**src/design/dcache_pkg.sv**
```systemverilog
// dcache shared widths, geometry, field types and controller states
`default_nettype none

package dcache_pkg;

    // word and address widths
    localparam int WORD_W     = 32;
    localparam int ADDR_W     = 32;
    localparam int BYTE_OFF_W = 2;
    localparam int BLK_OFF_W  = 1;
    localparam int IDX_W      = 3;
    localparam int TAG_W      = ADDR_W - IDX_W - BLK_OFF_W - BYTE_OFF_W;

    // two-way geometry, one LRU bit per set
    localparam int NUM_SETS    = 1 << IDX_W;
    localparam int NUM_WAYS    = 2;
    localparam int NUM_FRAMES  = NUM_SETS * NUM_WAYS;
    // extra msb lets the flush walker step past the last frame
    localparam int FRAME_IDX_W = $clog2(NUM_FRAMES) + 1;

    typedef logic [WORD_W-1:0] word_t;
    typedef logic [ADDR_W-1:0] addr_t;
    typedef logic [TAG_W-1:0]  tag_t;
    typedef logic [IDX_W-1:0]  idx_t;

    // address layout msb to lsb: tag, index, block offset, byte offset
    typedef enum logic [3:0] {
        IDLE,
        WRITEBACK1,
        WRITEBACK2,
        LOAD1,
        LOAD2,
        FLUSH_CHECK,
        FLUSH_WB1,
        FLUSH_WB2,
        FLUSHED
    } dcache_state_e;

endpackage

`default_nettype wire

```
**src/design/dcache_array.sv**
```systemverilog
// dcache storage for tags, data, valid, dirty and LRU with tag compare
`timescale 1ns/1ps
`default_nettype none

module dcache_array import dcache_pkg::*; (
    input  logic  CLK,
    input  logic  nRST,
    // lookup side
    input  idx_t  lookup_idx,
    input  tag_t  lookup_tag,
    output logic  hit,
    output logic  hit_way,
    output logic  lru_way,
    // frame read
    input  logic  rd_way,
    output logic  rd_valid,
    output logic  rd_dirty,
    output tag_t  rd_tag,
    output word_t rd_data0,
    output word_t rd_data1,
    // frame and LRU write
    input  logic  wr_en,
    input  idx_t  wr_idx,
    input  logic  wr_way,
    input  logic  wr_valid,
    input  logic  wr_dirty,
    input  tag_t  wr_tag,
    input  word_t wr_data0,
    input  word_t wr_data1,
    input  logic  wr_lru
);

    logic  valid_q [NUM_SETS][NUM_WAYS];
    logic  dirty_q [NUM_SETS][NUM_WAYS];
    tag_t  tag_q   [NUM_SETS][NUM_WAYS];
    word_t data0_q [NUM_SETS][NUM_WAYS];
    word_t data1_q [NUM_SETS][NUM_WAYS];
    // points at the way to evict next
    logic  lru_q   [NUM_SETS];

    logic match0;
    logic match1;

    // compare both ways of the indexed set
    assign match0 = valid_q[lookup_idx][0] && (tag_q[lookup_idx][0] == lookup_tag);
    assign match1 = valid_q[lookup_idx][1] && (tag_q[lookup_idx][1] == lookup_tag);

    assign hit     = match0 || match1;
    assign hit_way = match1;
    assign lru_way = lru_q[lookup_idx];

    // selected frame, combinational
    assign rd_valid = valid_q[lookup_idx][rd_way];
    assign rd_dirty = dirty_q[lookup_idx][rd_way];
    assign rd_tag   = tag_q[lookup_idx][rd_way];
    assign rd_data0 = data0_q[lookup_idx][rd_way];
    assign rd_data1 = data1_q[lookup_idx][rd_way];

    // one frame plus the set's LRU bit per cycle
    always_ff @(posedge CLK, negedge nRST) begin
        if (!nRST) begin
            for (int s = 0; s < NUM_SETS; s++) begin
                lru_q[s] <= 1'b0;
                for (int w = 0; w < NUM_WAYS; w++) begin
                    valid_q[s][w] <= 1'b0;
                    dirty_q[s][w] <= 1'b0;
                    tag_q[s][w]   <= '0;
                    data0_q[s][w] <= '0;
                    data1_q[s][w] <= '0;
                end
            end
        end else if (wr_en) begin
            valid_q[wr_idx][wr_way] <= wr_valid;
            dirty_q[wr_idx][wr_way] <= wr_dirty;
            tag_q[wr_idx][wr_way]   <= wr_tag;
            data0_q[wr_idx][wr_way] <= wr_data0;
            data1_q[wr_idx][wr_way] <= wr_data1;
            lru_q[wr_idx]           <= wr_lru;
        end
    end

endmodule

`default_nettype wire

```
**src/design/dcache_ctrl.sv**
```systemverilog
// dcache controller FSM for hits, victim write-back, refill and flush on halt
`timescale 1ns/1ps
`default_nettype none

module dcache_ctrl import dcache_pkg::*; (
    input  logic  CLK,
    input  logic  nRST,
    // CPU side
    input  logic  dmem_ren,
    input  logic  dmem_wen,
    input  addr_t dmem_addr,
    input  word_t dmem_store,
    input  logic  halt,
    output logic  dhit,
    output word_t dmem_load,
    output logic  flushed,
    // memory bus
    output logic  mem_ren,
    output logic  mem_wen,
    output addr_t mem_addr,
    output word_t mem_store,
    input  word_t mem_load,
    input  logic  mem_wait,
    // array lookup and read
    output idx_t  lookup_idx,
    output tag_t  lookup_tag,
    input  logic  hit,
    input  logic  hit_way,
    input  logic  lru_way,
    output logic  rd_way,
    input  logic  rd_valid,
    input  logic  rd_dirty,
    input  tag_t  rd_tag,
    input  word_t rd_data0,
    input  word_t rd_data1,
    // array write
    output logic  wr_en,
    output idx_t  wr_idx,
    output logic  wr_way,
    output logic  wr_valid,
    output logic  wr_dirty,
    output tag_t  wr_tag,
    output word_t wr_data0,
    output word_t wr_data1,
    output logic  wr_lru
);

    dcache_state_e state, next_state;

    logic [FRAME_IDX_W-1:0] flush_cnt, next_flush_cnt;
    logic flushed_q;

    tag_t cpu_tag;
    idx_t cpu_idx;
    logic cpu_blk;
    logic cpu_req;
    logic flush_mode;
    logic flush_done;

    // split the CPU address
    assign cpu_tag = dmem_addr[ADDR_W-1 -: TAG_W];
    assign cpu_idx = dmem_addr[BYTE_OFF_W + BLK_OFF_W +: IDX_W];
    assign cpu_blk = dmem_addr[BYTE_OFF_W];
    assign cpu_req = dmem_ren || dmem_wen;

    assign flush_mode = (state == FLUSH_CHECK) || (state == FLUSH_WB1)
                     || (state == FLUSH_WB2);
    assign flush_done = (flush_cnt == FRAME_IDX_W'(NUM_FRAMES));

    // the walker takes over index and way during the flush
    assign lookup_idx = flush_mode ? flush_cnt[IDX_W-1:0] : cpu_idx;
    assign lookup_tag = cpu_tag;
    assign rd_way = flush_mode ? flush_cnt[IDX_W]
                  : ((state == IDLE) && hit) ? hit_way : lru_way;

    assign dhit      = (state == IDLE) && cpu_req && hit && !halt;
    assign dmem_load = cpu_blk ? rd_data1 : rd_data0;
    assign flushed   = flushed_q;

    // next state and flush walker
    always_comb begin
        next_state     = state;
        next_flush_cnt = flush_cnt;
        case (state)
            IDLE: begin
                if (halt) begin
                    next_state = FLUSH_CHECK;
                end else if (cpu_req && !hit) begin
                    // victim is the LRU way
                    next_state = rd_dirty ? WRITEBACK1 : LOAD1;
                end
            end
            WRITEBACK1:  if (!mem_wait) next_state = WRITEBACK2;
            WRITEBACK2:  if (!mem_wait) next_state = LOAD1;
            LOAD1:       if (!mem_wait) next_state = LOAD2;
            LOAD2:       if (!mem_wait) next_state = IDLE;
            FLUSH_CHECK: begin
                if (flush_done) begin
                    next_state = FLUSHED;
                end else if (rd_valid && rd_dirty) begin
                    next_state = FLUSH_WB1;
                end else begin
                    next_flush_cnt = flush_cnt + 1'b1;
                end
            end
            FLUSH_WB1:   if (!mem_wait) next_state = FLUSH_WB2;
            FLUSH_WB2: begin
                if (!mem_wait) begin
                    next_state     = FLUSH_CHECK;
                    next_flush_cnt = flush_cnt + 1'b1;
                end
            end
            FLUSHED:     next_state = FLUSHED;
            default:     next_state = IDLE;
        endcase
    end

    // bus requests and table updates
    always_comb begin
        mem_ren   = 1'b0;
        mem_wen   = 1'b0;
        mem_addr  = '0;
        mem_store = '0;
        // by default rewrite the selected frame unchanged
        wr_en    = 1'b0;
        wr_idx   = lookup_idx;
        wr_way   = rd_way;
        wr_valid = rd_valid;
        wr_dirty = rd_dirty;
        wr_tag   = rd_tag;
        wr_data0 = rd_data0;
        wr_data1 = rd_data1;
        wr_lru   = lru_way;
        case (state)
            IDLE: begin
                if (dhit) begin
                    wr_en  = 1'b1;
                    wr_lru = ~hit_way;
                    if (dmem_wen) begin
                        wr_dirty = 1'b1;
                        if (cpu_blk) begin
                            wr_data1 = dmem_store;
                        end else begin
                            wr_data0 = dmem_store;
                        end
                    end
                end
            end
            WRITEBACK1, FLUSH_WB1: begin
                mem_wen   = 1'b1;
                mem_addr  = {rd_tag, lookup_idx, 1'b0, {BYTE_OFF_W{1'b0}}};
                mem_store = rd_data0;
            end
            WRITEBACK2, FLUSH_WB2: begin
                mem_wen   = 1'b1;
                mem_addr  = {rd_tag, lookup_idx, 1'b1, {BYTE_OFF_W{1'b0}}};
                mem_store = rd_data1;
                // flushed frames are dropped once written out
                if ((state == FLUSH_WB2) && !mem_wait) begin
                    wr_en    = 1'b1;
                    wr_valid = 1'b0;
                    wr_dirty = 1'b0;
                end
            end
            LOAD1: begin
                mem_ren  = 1'b1;
                mem_addr = {cpu_tag, cpu_idx, 1'b0, {BYTE_OFF_W{1'b0}}};
                if (!mem_wait) begin
                    // half filled, keep it invalid
                    wr_en    = 1'b1;
                    wr_valid = 1'b0;
                    wr_dirty = 1'b0;
                    wr_tag   = cpu_tag;
                    wr_data0 = mem_load;
                end
            end
            LOAD2: begin
                mem_ren  = 1'b1;
                mem_addr = {cpu_tag, cpu_idx, 1'b1, {BYTE_OFF_W{1'b0}}};
                if (!mem_wait) begin
                    wr_en    = 1'b1;
                    wr_valid = 1'b1;
                    wr_dirty = 1'b0;
                    wr_tag   = cpu_tag;
                    wr_data1 = mem_load;
                end
            end
            default: begin
            end
        endcase
    end

    always_ff @(posedge CLK, negedge nRST) begin
        if (!nRST) begin
            state     <= IDLE;
            flush_cnt <= '0;
            flushed_q <= 1'b0;
        end else begin
            state     <= next_state;
            flush_cnt <= next_flush_cnt;
            flushed_q <= (next_state == FLUSHED);
        end
    end

endmodule

`default_nettype wire

```
**src/design/dcache_top.sv**
```systemverilog
// dcache top level joining the storage array and its controller
`timescale 1ns/1ps
`default_nettype none

module dcache_top import dcache_pkg::*; (
    input  logic  CLK,
    input  logic  nRST,
    // CPU side
    input  logic  dmem_ren,
    input  logic  dmem_wen,
    input  addr_t dmem_addr,
    input  word_t dmem_store,
    input  logic  halt,
    output logic  dhit,
    output word_t dmem_load,
    output logic  flushed,
    // memory bus
    output logic  mem_ren,
    output logic  mem_wen,
    output addr_t mem_addr,
    output word_t mem_store,
    input  word_t mem_load,
    input  logic  mem_wait
);

    idx_t  lookup_idx;
    tag_t  lookup_tag;
    logic  hit;
    logic  hit_way;
    logic  lru_way;
    logic  rd_way;
    logic  rd_valid;
    logic  rd_dirty;
    tag_t  rd_tag;
    word_t rd_data0;
    word_t rd_data1;
    logic  wr_en;
    idx_t  wr_idx;
    logic  wr_way;
    logic  wr_valid;
    logic  wr_dirty;
    tag_t  wr_tag;
    word_t wr_data0;
    word_t wr_data1;
    logic  wr_lru;

    dcache_array u_array (
        .CLK        (CLK),
        .nRST       (nRST),
        .lookup_idx (lookup_idx),
        .lookup_tag (lookup_tag),
        .hit        (hit),
        .hit_way    (hit_way),
        .lru_way    (lru_way),
        .rd_way     (rd_way),
        .rd_valid   (rd_valid),
        .rd_dirty   (rd_dirty),
        .rd_tag     (rd_tag),
        .rd_data0   (rd_data0),
        .rd_data1   (rd_data1),
        .wr_en      (wr_en),
        .wr_idx     (wr_idx),
        .wr_way     (wr_way),
        .wr_valid   (wr_valid),
        .wr_dirty   (wr_dirty),
        .wr_tag     (wr_tag),
        .wr_data0   (wr_data0),
        .wr_data1   (wr_data1),
        .wr_lru     (wr_lru)
    );

    dcache_ctrl u_ctrl (
        .CLK        (CLK),
        .nRST       (nRST),
        .dmem_ren   (dmem_ren),
        .dmem_wen   (dmem_wen),
        .dmem_addr  (dmem_addr),
        .dmem_store (dmem_store),
        .halt       (halt),
        .dhit       (dhit),
        .dmem_load  (dmem_load),
        .flushed    (flushed),
        .mem_ren    (mem_ren),
        .mem_wen    (mem_wen),
        .mem_addr   (mem_addr),
        .mem_store  (mem_store),
        .mem_load   (mem_load),
        .mem_wait   (mem_wait),
        .lookup_idx (lookup_idx),
        .lookup_tag (lookup_tag),
        .hit        (hit),
        .hit_way    (hit_way),
        .lru_way    (lru_way),
        .rd_way     (rd_way),
        .rd_valid   (rd_valid),
        .rd_dirty   (rd_dirty),
        .rd_tag     (rd_tag),
        .rd_data0   (rd_data0),
        .rd_data1   (rd_data1),
        .wr_en      (wr_en),
        .wr_idx     (wr_idx),
        .wr_way     (wr_way),
        .wr_valid   (wr_valid),
        .wr_dirty   (wr_dirty),
        .wr_tag     (wr_tag),
        .wr_data0   (wr_data0),
        .wr_data1   (wr_data1),
        .wr_lru     (wr_lru)
    );

endmodule

`default_nettype wire

```
**config.mk**
```make
export PLATFORM = sky130hd
export DESIGN_NAME = dcache_top
export DESIGN_NICKNAME = d
export VERILOG_FILES = /design/src/design/dcache_pkg.sv /design/src/design/dcache_array.sv /design/src/design/dcache_ctrl.sv /design/src/design/dcache_top.sv
export SDC_FILE = /design/constraint.sdc
export NUM_CORES = 2
export LEC_CHECK = 0
export ABC_AREA = 1
export BUFFER_PORTS_ARGS = -buffer_cell sky130_fd_sc_hd__buf_2
export CORE_AREA = 4 4 368 370
export DETAILED_ROUTE_END_ITERATION = 8
export DIE_AREA = 0 0 372 374
export GPL_TIMING_DRIVEN = 1
export PLACE_DENSITY = 0.7
export SYNTH_ARGS = -nofsm -noshare
export SYNTH_HDL_FRONTEND = slang
export SYNTH_HIERARCHICAL = 1
export SYNTH_SLANG_ARGS = --single-unit
export TNS_END_PERCENT = 100
```
**constraint.sdc**
```tcl
create_clock -name CLK -period 11.5 [get_ports CLK]
set_input_delay 2.3 -clock CLK [delete_from_list [all_inputs] [get_ports CLK]]
set_output_delay 2.3 -clock CLK [all_outputs]
set_load 0.1 [all_outputs]
```
# Yosys cells after proc, flatten, opt, wreduce, memory -nomap -nowiden
# Index checks and enable logic that the tools add are counted.
[totals] ff_bits=1490 input_bits=102 out_inout_bits=100 elab_cells=243
[classes] addsub=1 n_lt_le_gt_ge=4 n_eq_ne=15 n_mux=104 bitwise=3 n_reduce_logical=25
[op_table] operator="512-bit bitwise mux" count=2
[op_table] operator="32-bit 2-to-1 mux" count=16
[op_table] operator="416-bit bitwise mux" count=1
[op_table] operator="64-bit binary-select mux with 3-bit select" count=2
[op_table] operator="64-bit 2-to-1 mux" count=5
[op_table] operator="64-bit demux with 3-bit select" count=1
[op_table] operator="32-bit one-hot mux with 2 select lines" count=3
[op_table] operator="52-bit binary-select mux with 3-bit select" count=1
[op_table] operator="52-bit demux with 3-bit select" count=1
[op_table] operator="26-bit 2-to-1 mux" count=6
[op_table] operator="52-bit 2-to-1 mux" count=3
[op_table] operator="32-bit one-hot mux with 4 select lines" count=1
[op_table] operator="26-bit == test" count=2
[op_table] operator="4-bit 2-to-1 mux" count=10
[op_table] operator="4-bit one-hot mux with 9 select lines" count=1
[op_table] operator="16-bit bitwise mux" count=2
[op_table] operator="32-bit demux with 1-bit select" count=1
[op_table] operator="26-bit demux with 1-bit select" count=1
[op_table] operator="1-bit 2-to-1 mux" count=26
[op_table] operator="4-bit by 3-bit == test with 1-bit output (second input constant)" count=4
[op_table] operator="5-bit 2-to-1 mux" count=3
[op_table] operator="2-bit binary-select mux with 3-bit select" count=2
[op_table] operator="2-bit 2-to-1 mux" count=6
[op_table] operator="1-bit logical AND" count=11
[op_table] operator="other kinds (28)" count=41

# Logic depth before layout (Yosys ltp)
[logic_depth] word_depth=23 mapped_depth=44 depth_no_buf=39

# By module
# Netlist, hierarchy kept.
[modules_own_cells] mod="dcache_array" instances=1 cells_each=8354 area_each_um2=68106.6 seq_area_each_um2=37035.5
[modules_own_cells] mod="dcache_ctrl" instances=1 cells_each=1502 area_each_um2=6971.7 seq_area_each_um2=250.2

# Worst setup path after synthesis
# OpenSTA, ideal clock, no wires.
[synth_path] path_kind="input-to-output" from="input port dmem_addr[3]" to="output port dmem_load[4]" t_arrival_ns=7.599 setup_slack_ns=1.601 stages=27 path_buffers=8 path_cell_list="nand2_1 -> o21ai_0 -> buf_6 -> buf_6 -> buf_6 -> buf_6 -> a21oi_1 -> o21ai_1 -> o211ai_1 -> nand2_1 -> nand2_1 -> nand2_1 -> nand3_1 -> nor2_1 -> nand2_1 -> nand2_1 -> nand3_2 -> buf_4 -> buf_2 -> nand2_1 -> a31oi_1 -> clkbuf_1 -> clkbuf_1 -> o211ai_1 -> nand2_1 -> inv_1 -> o21ai_0"
[synth_via] elab_chain_cells=16 elab_cells_between_ends=33 cone_classes="2 x eq/ne; 25 x mux; 2 x bitwise; 4 x reduce/logical"
[synth_lines] element="start, declared" line="dcache_top.sv:11" rtl="input addr_t dmem_addr,"
[synth_lines] element="3-bit 2-to-1 mux (*)" line="dcache_ctrl.sv:71" rtl="assign lookup_idx = flush_mode ? flush_cnt[IDX_W-1:0] : cpu_idx;"
[synth_lines] element="net lookup_idx[0]" line="dcache_top.sv:26" rtl="idx_t lookup_idx;"
[synth_lines] element="3-bit inverter with 4-bit output (not written as such) (*)" line="dcache_array.sv:45, dcache_array.sv:46"
[synth_lines] element="52-bit binary-select mux with 3-bit select" line="dcache_array.sv:45, dcache_array.sv:46"
[synth_lines] element="52-bit 2-to-1 mux (not written as such) (2 in a row)" line="dcache_array.sv:45" rtl="assign match0 = valid_q[lookup_idx][0] && (tag_q[lookup_idx][0] == lookup_tag);"
[synth_lines] element="26-bit == test, on equally long branches" line="dcache_array.sv:45, dcache_array.sv:46"
[synth_lines] element="1-bit logical AND, on equally long branches" line="dcache_array.sv:45, dcache_array.sv:46"
[synth_lines] element="1-bit logical OR (*)" line="dcache_array.sv:48" rtl="assign hit = match0 || match1;"
[synth_lines] element="net hit" line="dcache_top.sv:28" rtl="logic hit;"
[synth_lines] element="1-bit logical AND (*)" line="dcache_ctrl.sv:74" rtl=": ((state == IDLE) && hit) ? hit_way : lru_way;"
[synth_lines] element="1-bit 2-to-1 mux (*)" line="dcache_ctrl.sv:74"
[synth_lines] element="1-bit 2-to-1 mux (*)" line="dcache_ctrl.sv:73" rtl="assign rd_way = flush_mode ? flush_cnt[IDX_W]"
[synth_lines] element="net rd_way" line="dcache_top.sv:31" rtl="logic rd_way;"
[synth_lines] element="1-bit inverter with 2-bit output (not written as such) (*)" line="dcache_array.sv:56" rtl="assign rd_data0 = data0_q[lookup_idx][rd_way];"
[synth_lines] element="32-bit 2-to-1 mux (not written as such) (*) (3 in a row)" line="dcache_array.sv:56"
[synth_lines] element="net rd_data0[4]" line="dcache_top.sv:35" rtl="word_t rd_data0;"
[synth_lines] element="32-bit 2-to-1 mux (*)" line="dcache_ctrl.sv:77" rtl="assign dmem_load = cpu_blk ? rd_data1 : rd_data0;"
[synth_lines] element="end, declared" line="dcache_top.sv:15" rtl="output word_t dmem_load,"
# Mark *: on every way through the listed nets, which the timed path passes. The rest lies on a longest branch. The select of a mux whose other input is x is not followed.

# Worst setup path after layout
[layout_path] from="input port dmem_addr[3]" to="output port mem_store[23]"
[layout_via] elab_chain_cells=16 elab_cells_between_ends=33 cone_classes="2 x eq/ne; 25 x mux; 2 x bitwise; 4 x reduce/logical"
[layout_lines] element="3-bit 2-to-1 mux (*)" line="dcache_ctrl.sv:71"
[layout_lines] element="net lookup_idx[0]" line="dcache_top.sv:26"
[layout_lines] element="3-bit inverter with 4-bit output (not written as such) (*)" line="dcache_array.sv:45, dcache_array.sv:46"
[layout_lines] element="52-bit binary-select mux with 3-bit select" line="dcache_array.sv:45, dcache_array.sv:46"
[layout_lines] element="52-bit 2-to-1 mux (not written as such) (2 in a row)" line="dcache_array.sv:45"
[layout_lines] element="26-bit == test, on equally long branches" line="dcache_array.sv:45, dcache_array.sv:46"
[layout_lines] element="1-bit logical AND, on equally long branches" line="dcache_array.sv:45, dcache_array.sv:46"
[layout_lines] element="1-bit logical OR (*)" line="dcache_array.sv:48"
[layout_lines] element="net hit" line="dcache_top.sv:28"
[layout_lines] element="1-bit logical AND (*)" line="dcache_ctrl.sv:74"
[layout_lines] element="1-bit 2-to-1 mux (*)" line="dcache_ctrl.sv:74"
[layout_lines] element="1-bit 2-to-1 mux (*)" line="dcache_ctrl.sv:73"
[layout_lines] element="net rd_way" line="dcache_top.sv:31"
[layout_lines] element="1-bit inverter with 2-bit output (not written as such) (*)" line="dcache_array.sv:57" rtl="assign rd_data1 = data1_q[lookup_idx][rd_way];"
[layout_lines] element="32-bit 2-to-1 mux (not written as such) (*) (3 in a row)" line="dcache_array.sv:57"
[layout_lines] element="net rd_data1[23]" line="dcache_top.sv:36" rtl="word_t rd_data1;"
[layout_lines] element="32-bit one-hot mux with 2 select lines (*)" line="dcache_ctrl.sv:134" rtl="case (state)"
[layout_lines] element="end, declared" line="dcache_top.sv:21" rtl="output word_t mem_store,"
# Marks and branches as above.

==> reports/results.txt <==
status: completed
CTS root buf: clkbuf_16
total CTS buffers: 161
Post-CTS Hold Buffers: 0
Crit Path Category: input pin to primary output
Slew Limit Fails: 0
measured slew at the worst slew-check pin: 1.26 ns
proportion of synthesized chip area in sequential cells: 49.7%
layout cell share with drive strength beyond 1: 6.53%
maxcap violations: 0
initial antenna violation count: 15
CP startpoint kind: input pin
PortBufs: 197
CTS max path bufs: 3
Primary FF master, synth: dfrtp_1
Worst setup EP type: primary output
Yosys top cell area share: 49.7%
Final ANT Viol Nets: 0
setup TNS: 0 ns
postcts setup bufs: 0
delay of the slowest cell on the worst path: 0.58 ns
Synth Register Bits: 1490
largest net degree at the start of global routing: 222
Fill cells: 11708
unrepaired setup endpoints after global routing: false
Rows: 134
Final nets: 9567
Max Fclk: 95.4 MHz
Netlist cell types: 38
CP Data Required Time: 9.20 ns
CTS tree: done
first-pass GRT wire length: 380000 microns
gr ovfl total: 0
crit path time final: 10.49 ns
starting density of the core: 56.6%
endpoints failing hold: 0
highest-delay cell along the critical path: buf_4
crit share post-route: 91.2%
Vias: 68432
number of DRC markers in iteration 0: 8506
Rel. slew slack: 15.8%
Data arrival, critical path: 8.19 ns
Total GRT Usage: 35.0%
Clock Sinks: 1490
final core area utilization: 61.9%
Crit Path Max Fanout: 221
total placed cells including tap cells: 11068
area leader, netlist: dfrtp_1
post-synthesis instance area: 75100 sq um
Total Wirelength: 246000 microns
drc violations: 0
Placer Congestion: 0.897
Pre-antenna DRT Iters: 7
class of the worst hold path: flip-flop to flip-flop
skew final: 0.0316 ns
routed length per instance: 21.6 microns
clk slew on worst S/H paths: 0.06 ns
# IOs: 202
DP HPWL: 133000 microns
core area: 133000 sq um
placed cell areas: 76500 sq um
Post-Syn Area per Cell: 7.62 sq um
Post-synth EDFFs: 0
DIE HEIGHT: 374 microns
crit-path most repeated cell: nand2_1
Non-Filler Instances: 11361
Final Setup Violations: 0
largest cells by area after synthesis: dfrtp_1, nand2_1, o21ai_0, inv_1, nand3_1
synth warn: 6
via/cell ratio: 6.02
Final Cell Area: 82000 sq um
vias in the first global route: 64105
async set-reset flop share out of synthesis: 100%
Post-Synthesis Cells: 9856
die area: 139000 sq um
H-tree levels: 4
post-cts sizing count: 0
area grow syn2layout: 9.28%
Worst-Skew Late Latency: 0.81 ns
Die W: 372 microns
[worst paths after layout]
kind / endpoint / slack (ns) / start / cells after the start
max in group asynchronous: u_array/tag_q[79]$_DFFE_PN0P_ / 7.73 / nRST / 3
max: mem_store[23] / 1.01 / dmem_addr[3] / 25
min: u_array/data1_q[110]$_DFFE_PN0P_ / 0.48 / u_array/data1_q[110]$_DFFE_PN0P_ / 2
max reg2reg: u_array/data0_q[226]$_DFFE_PN0P_ / 3.32 / u_ctrl/state[0]$_DFF_PN0_ / 25
min reg2reg: u_array/data1_q[110]$_DFFE_PN0P_ / 0.48 / u_array/data1_q[110]$_DFFE_PN0P_ / 2
min in group asynchronous: u_array/tag_q[147]$_DFFE_PN0P_ / 1.49 / nRST / 1
[cell usage after synthesis (8+ instances only)]
cell type  number
o21ai_0      2032
o221ai_1      126
nor2_1        546
buf_4          69
inv_2           8
buf_2         161
dfrtp_1      1490
buf_1          37
o21bai_1       64
inv_1         743
clkbuf_1      564
buf_6          18
nand3_1       465
o22ai_1        62
o21ai_1        75
nand2_1      2854
o21a_1        144
or2_2          33
o211ai_1      151
a21oi_1       180
[registers in the layout, indices dropped and copies added, names as in the netlist]
signal,count
u_array/tag_q,416
u_array/dirty_q,16
u_ctrl/flushed,1
u_array/data1_q,512
u_ctrl/flush_cnt,5
u_array/valid_q,16
u_array/lru_q,8
u_ctrl/state,4
u_array/data0_q,512
[logic make-up after synthesis]
| logic type | synth area share (%) |
|---|---|
| AOI/OAI and AO/OA | 20.9 |
| xor gates and xnor gates | 0.0350 |
| adders and majority gates | 0.0333 |
| buffers and inverters | 8.81 |
| DFF | 49.7 |
| other | 0.00499 |
| and+or+nand+nor | 20.6 |
[cells in the final DEF (no fill, tap or decap), drive strengths merged, types with 31 or more instances in the layout]
master and count:
or2 34, nand3 467, nor2 553, buf 294
o21ai 2107, o221ai 126, nand2 2858, o22ai 62
inv 754, o21a 144, o211ai 152, o21bai 64
clkbuf 239, dfrtp 1490, a21oi 180, clkinv 31
[cell type report]
class                   instances  area [sq um]  share of cell area (%)
well taps                    1768          2210                    2.70
clock buffers                 239          4740                    5.78
flip-flops and latches       1490         37300                    45.4
diodes                          5          12.5                  0.0153
clock inverters                49           825                    1.01
multi-input cells            6764         31400                    38.2
inverters                     752          2850                    3.48
repair buffers                294          2740                    3.33
[critical path, delay by kind of cell]
kind / cells / cell delay [ns]
AOI/OAI and AO/OA: 4 / 0.96
and+or+nand+nor: 15 / 2.30
buffers and inverters: 6 / 2.33
[through the flow]
step,hold slack (ns),setup slack [ns]
floorplan,0.448,1.60
global placement,0.460,1.31
detailed placement,0.467,1.17
CTS,0.481,1.15
global route,0.488,0.846
finish,0.478,1.01
[layer usage]
| metal | GRT usage, % | vias up | share of wire, % |
|---|---|---|---|
| li1 | - | 31289 | - |
| met1 | 48.9 | 32841 | 40 |
| met2 | 53.6 | 3650 | 44 |
| met3 | 7.22 | 644 | 11 |
| met4 | 14.3 | 8 | 4.6 |
| met5 | 0 | - | 0.020 |
Power is left out: the tool's default activity adds up to more than one toggle a clock period on the data nets, which glitch-free logic cannot reach.
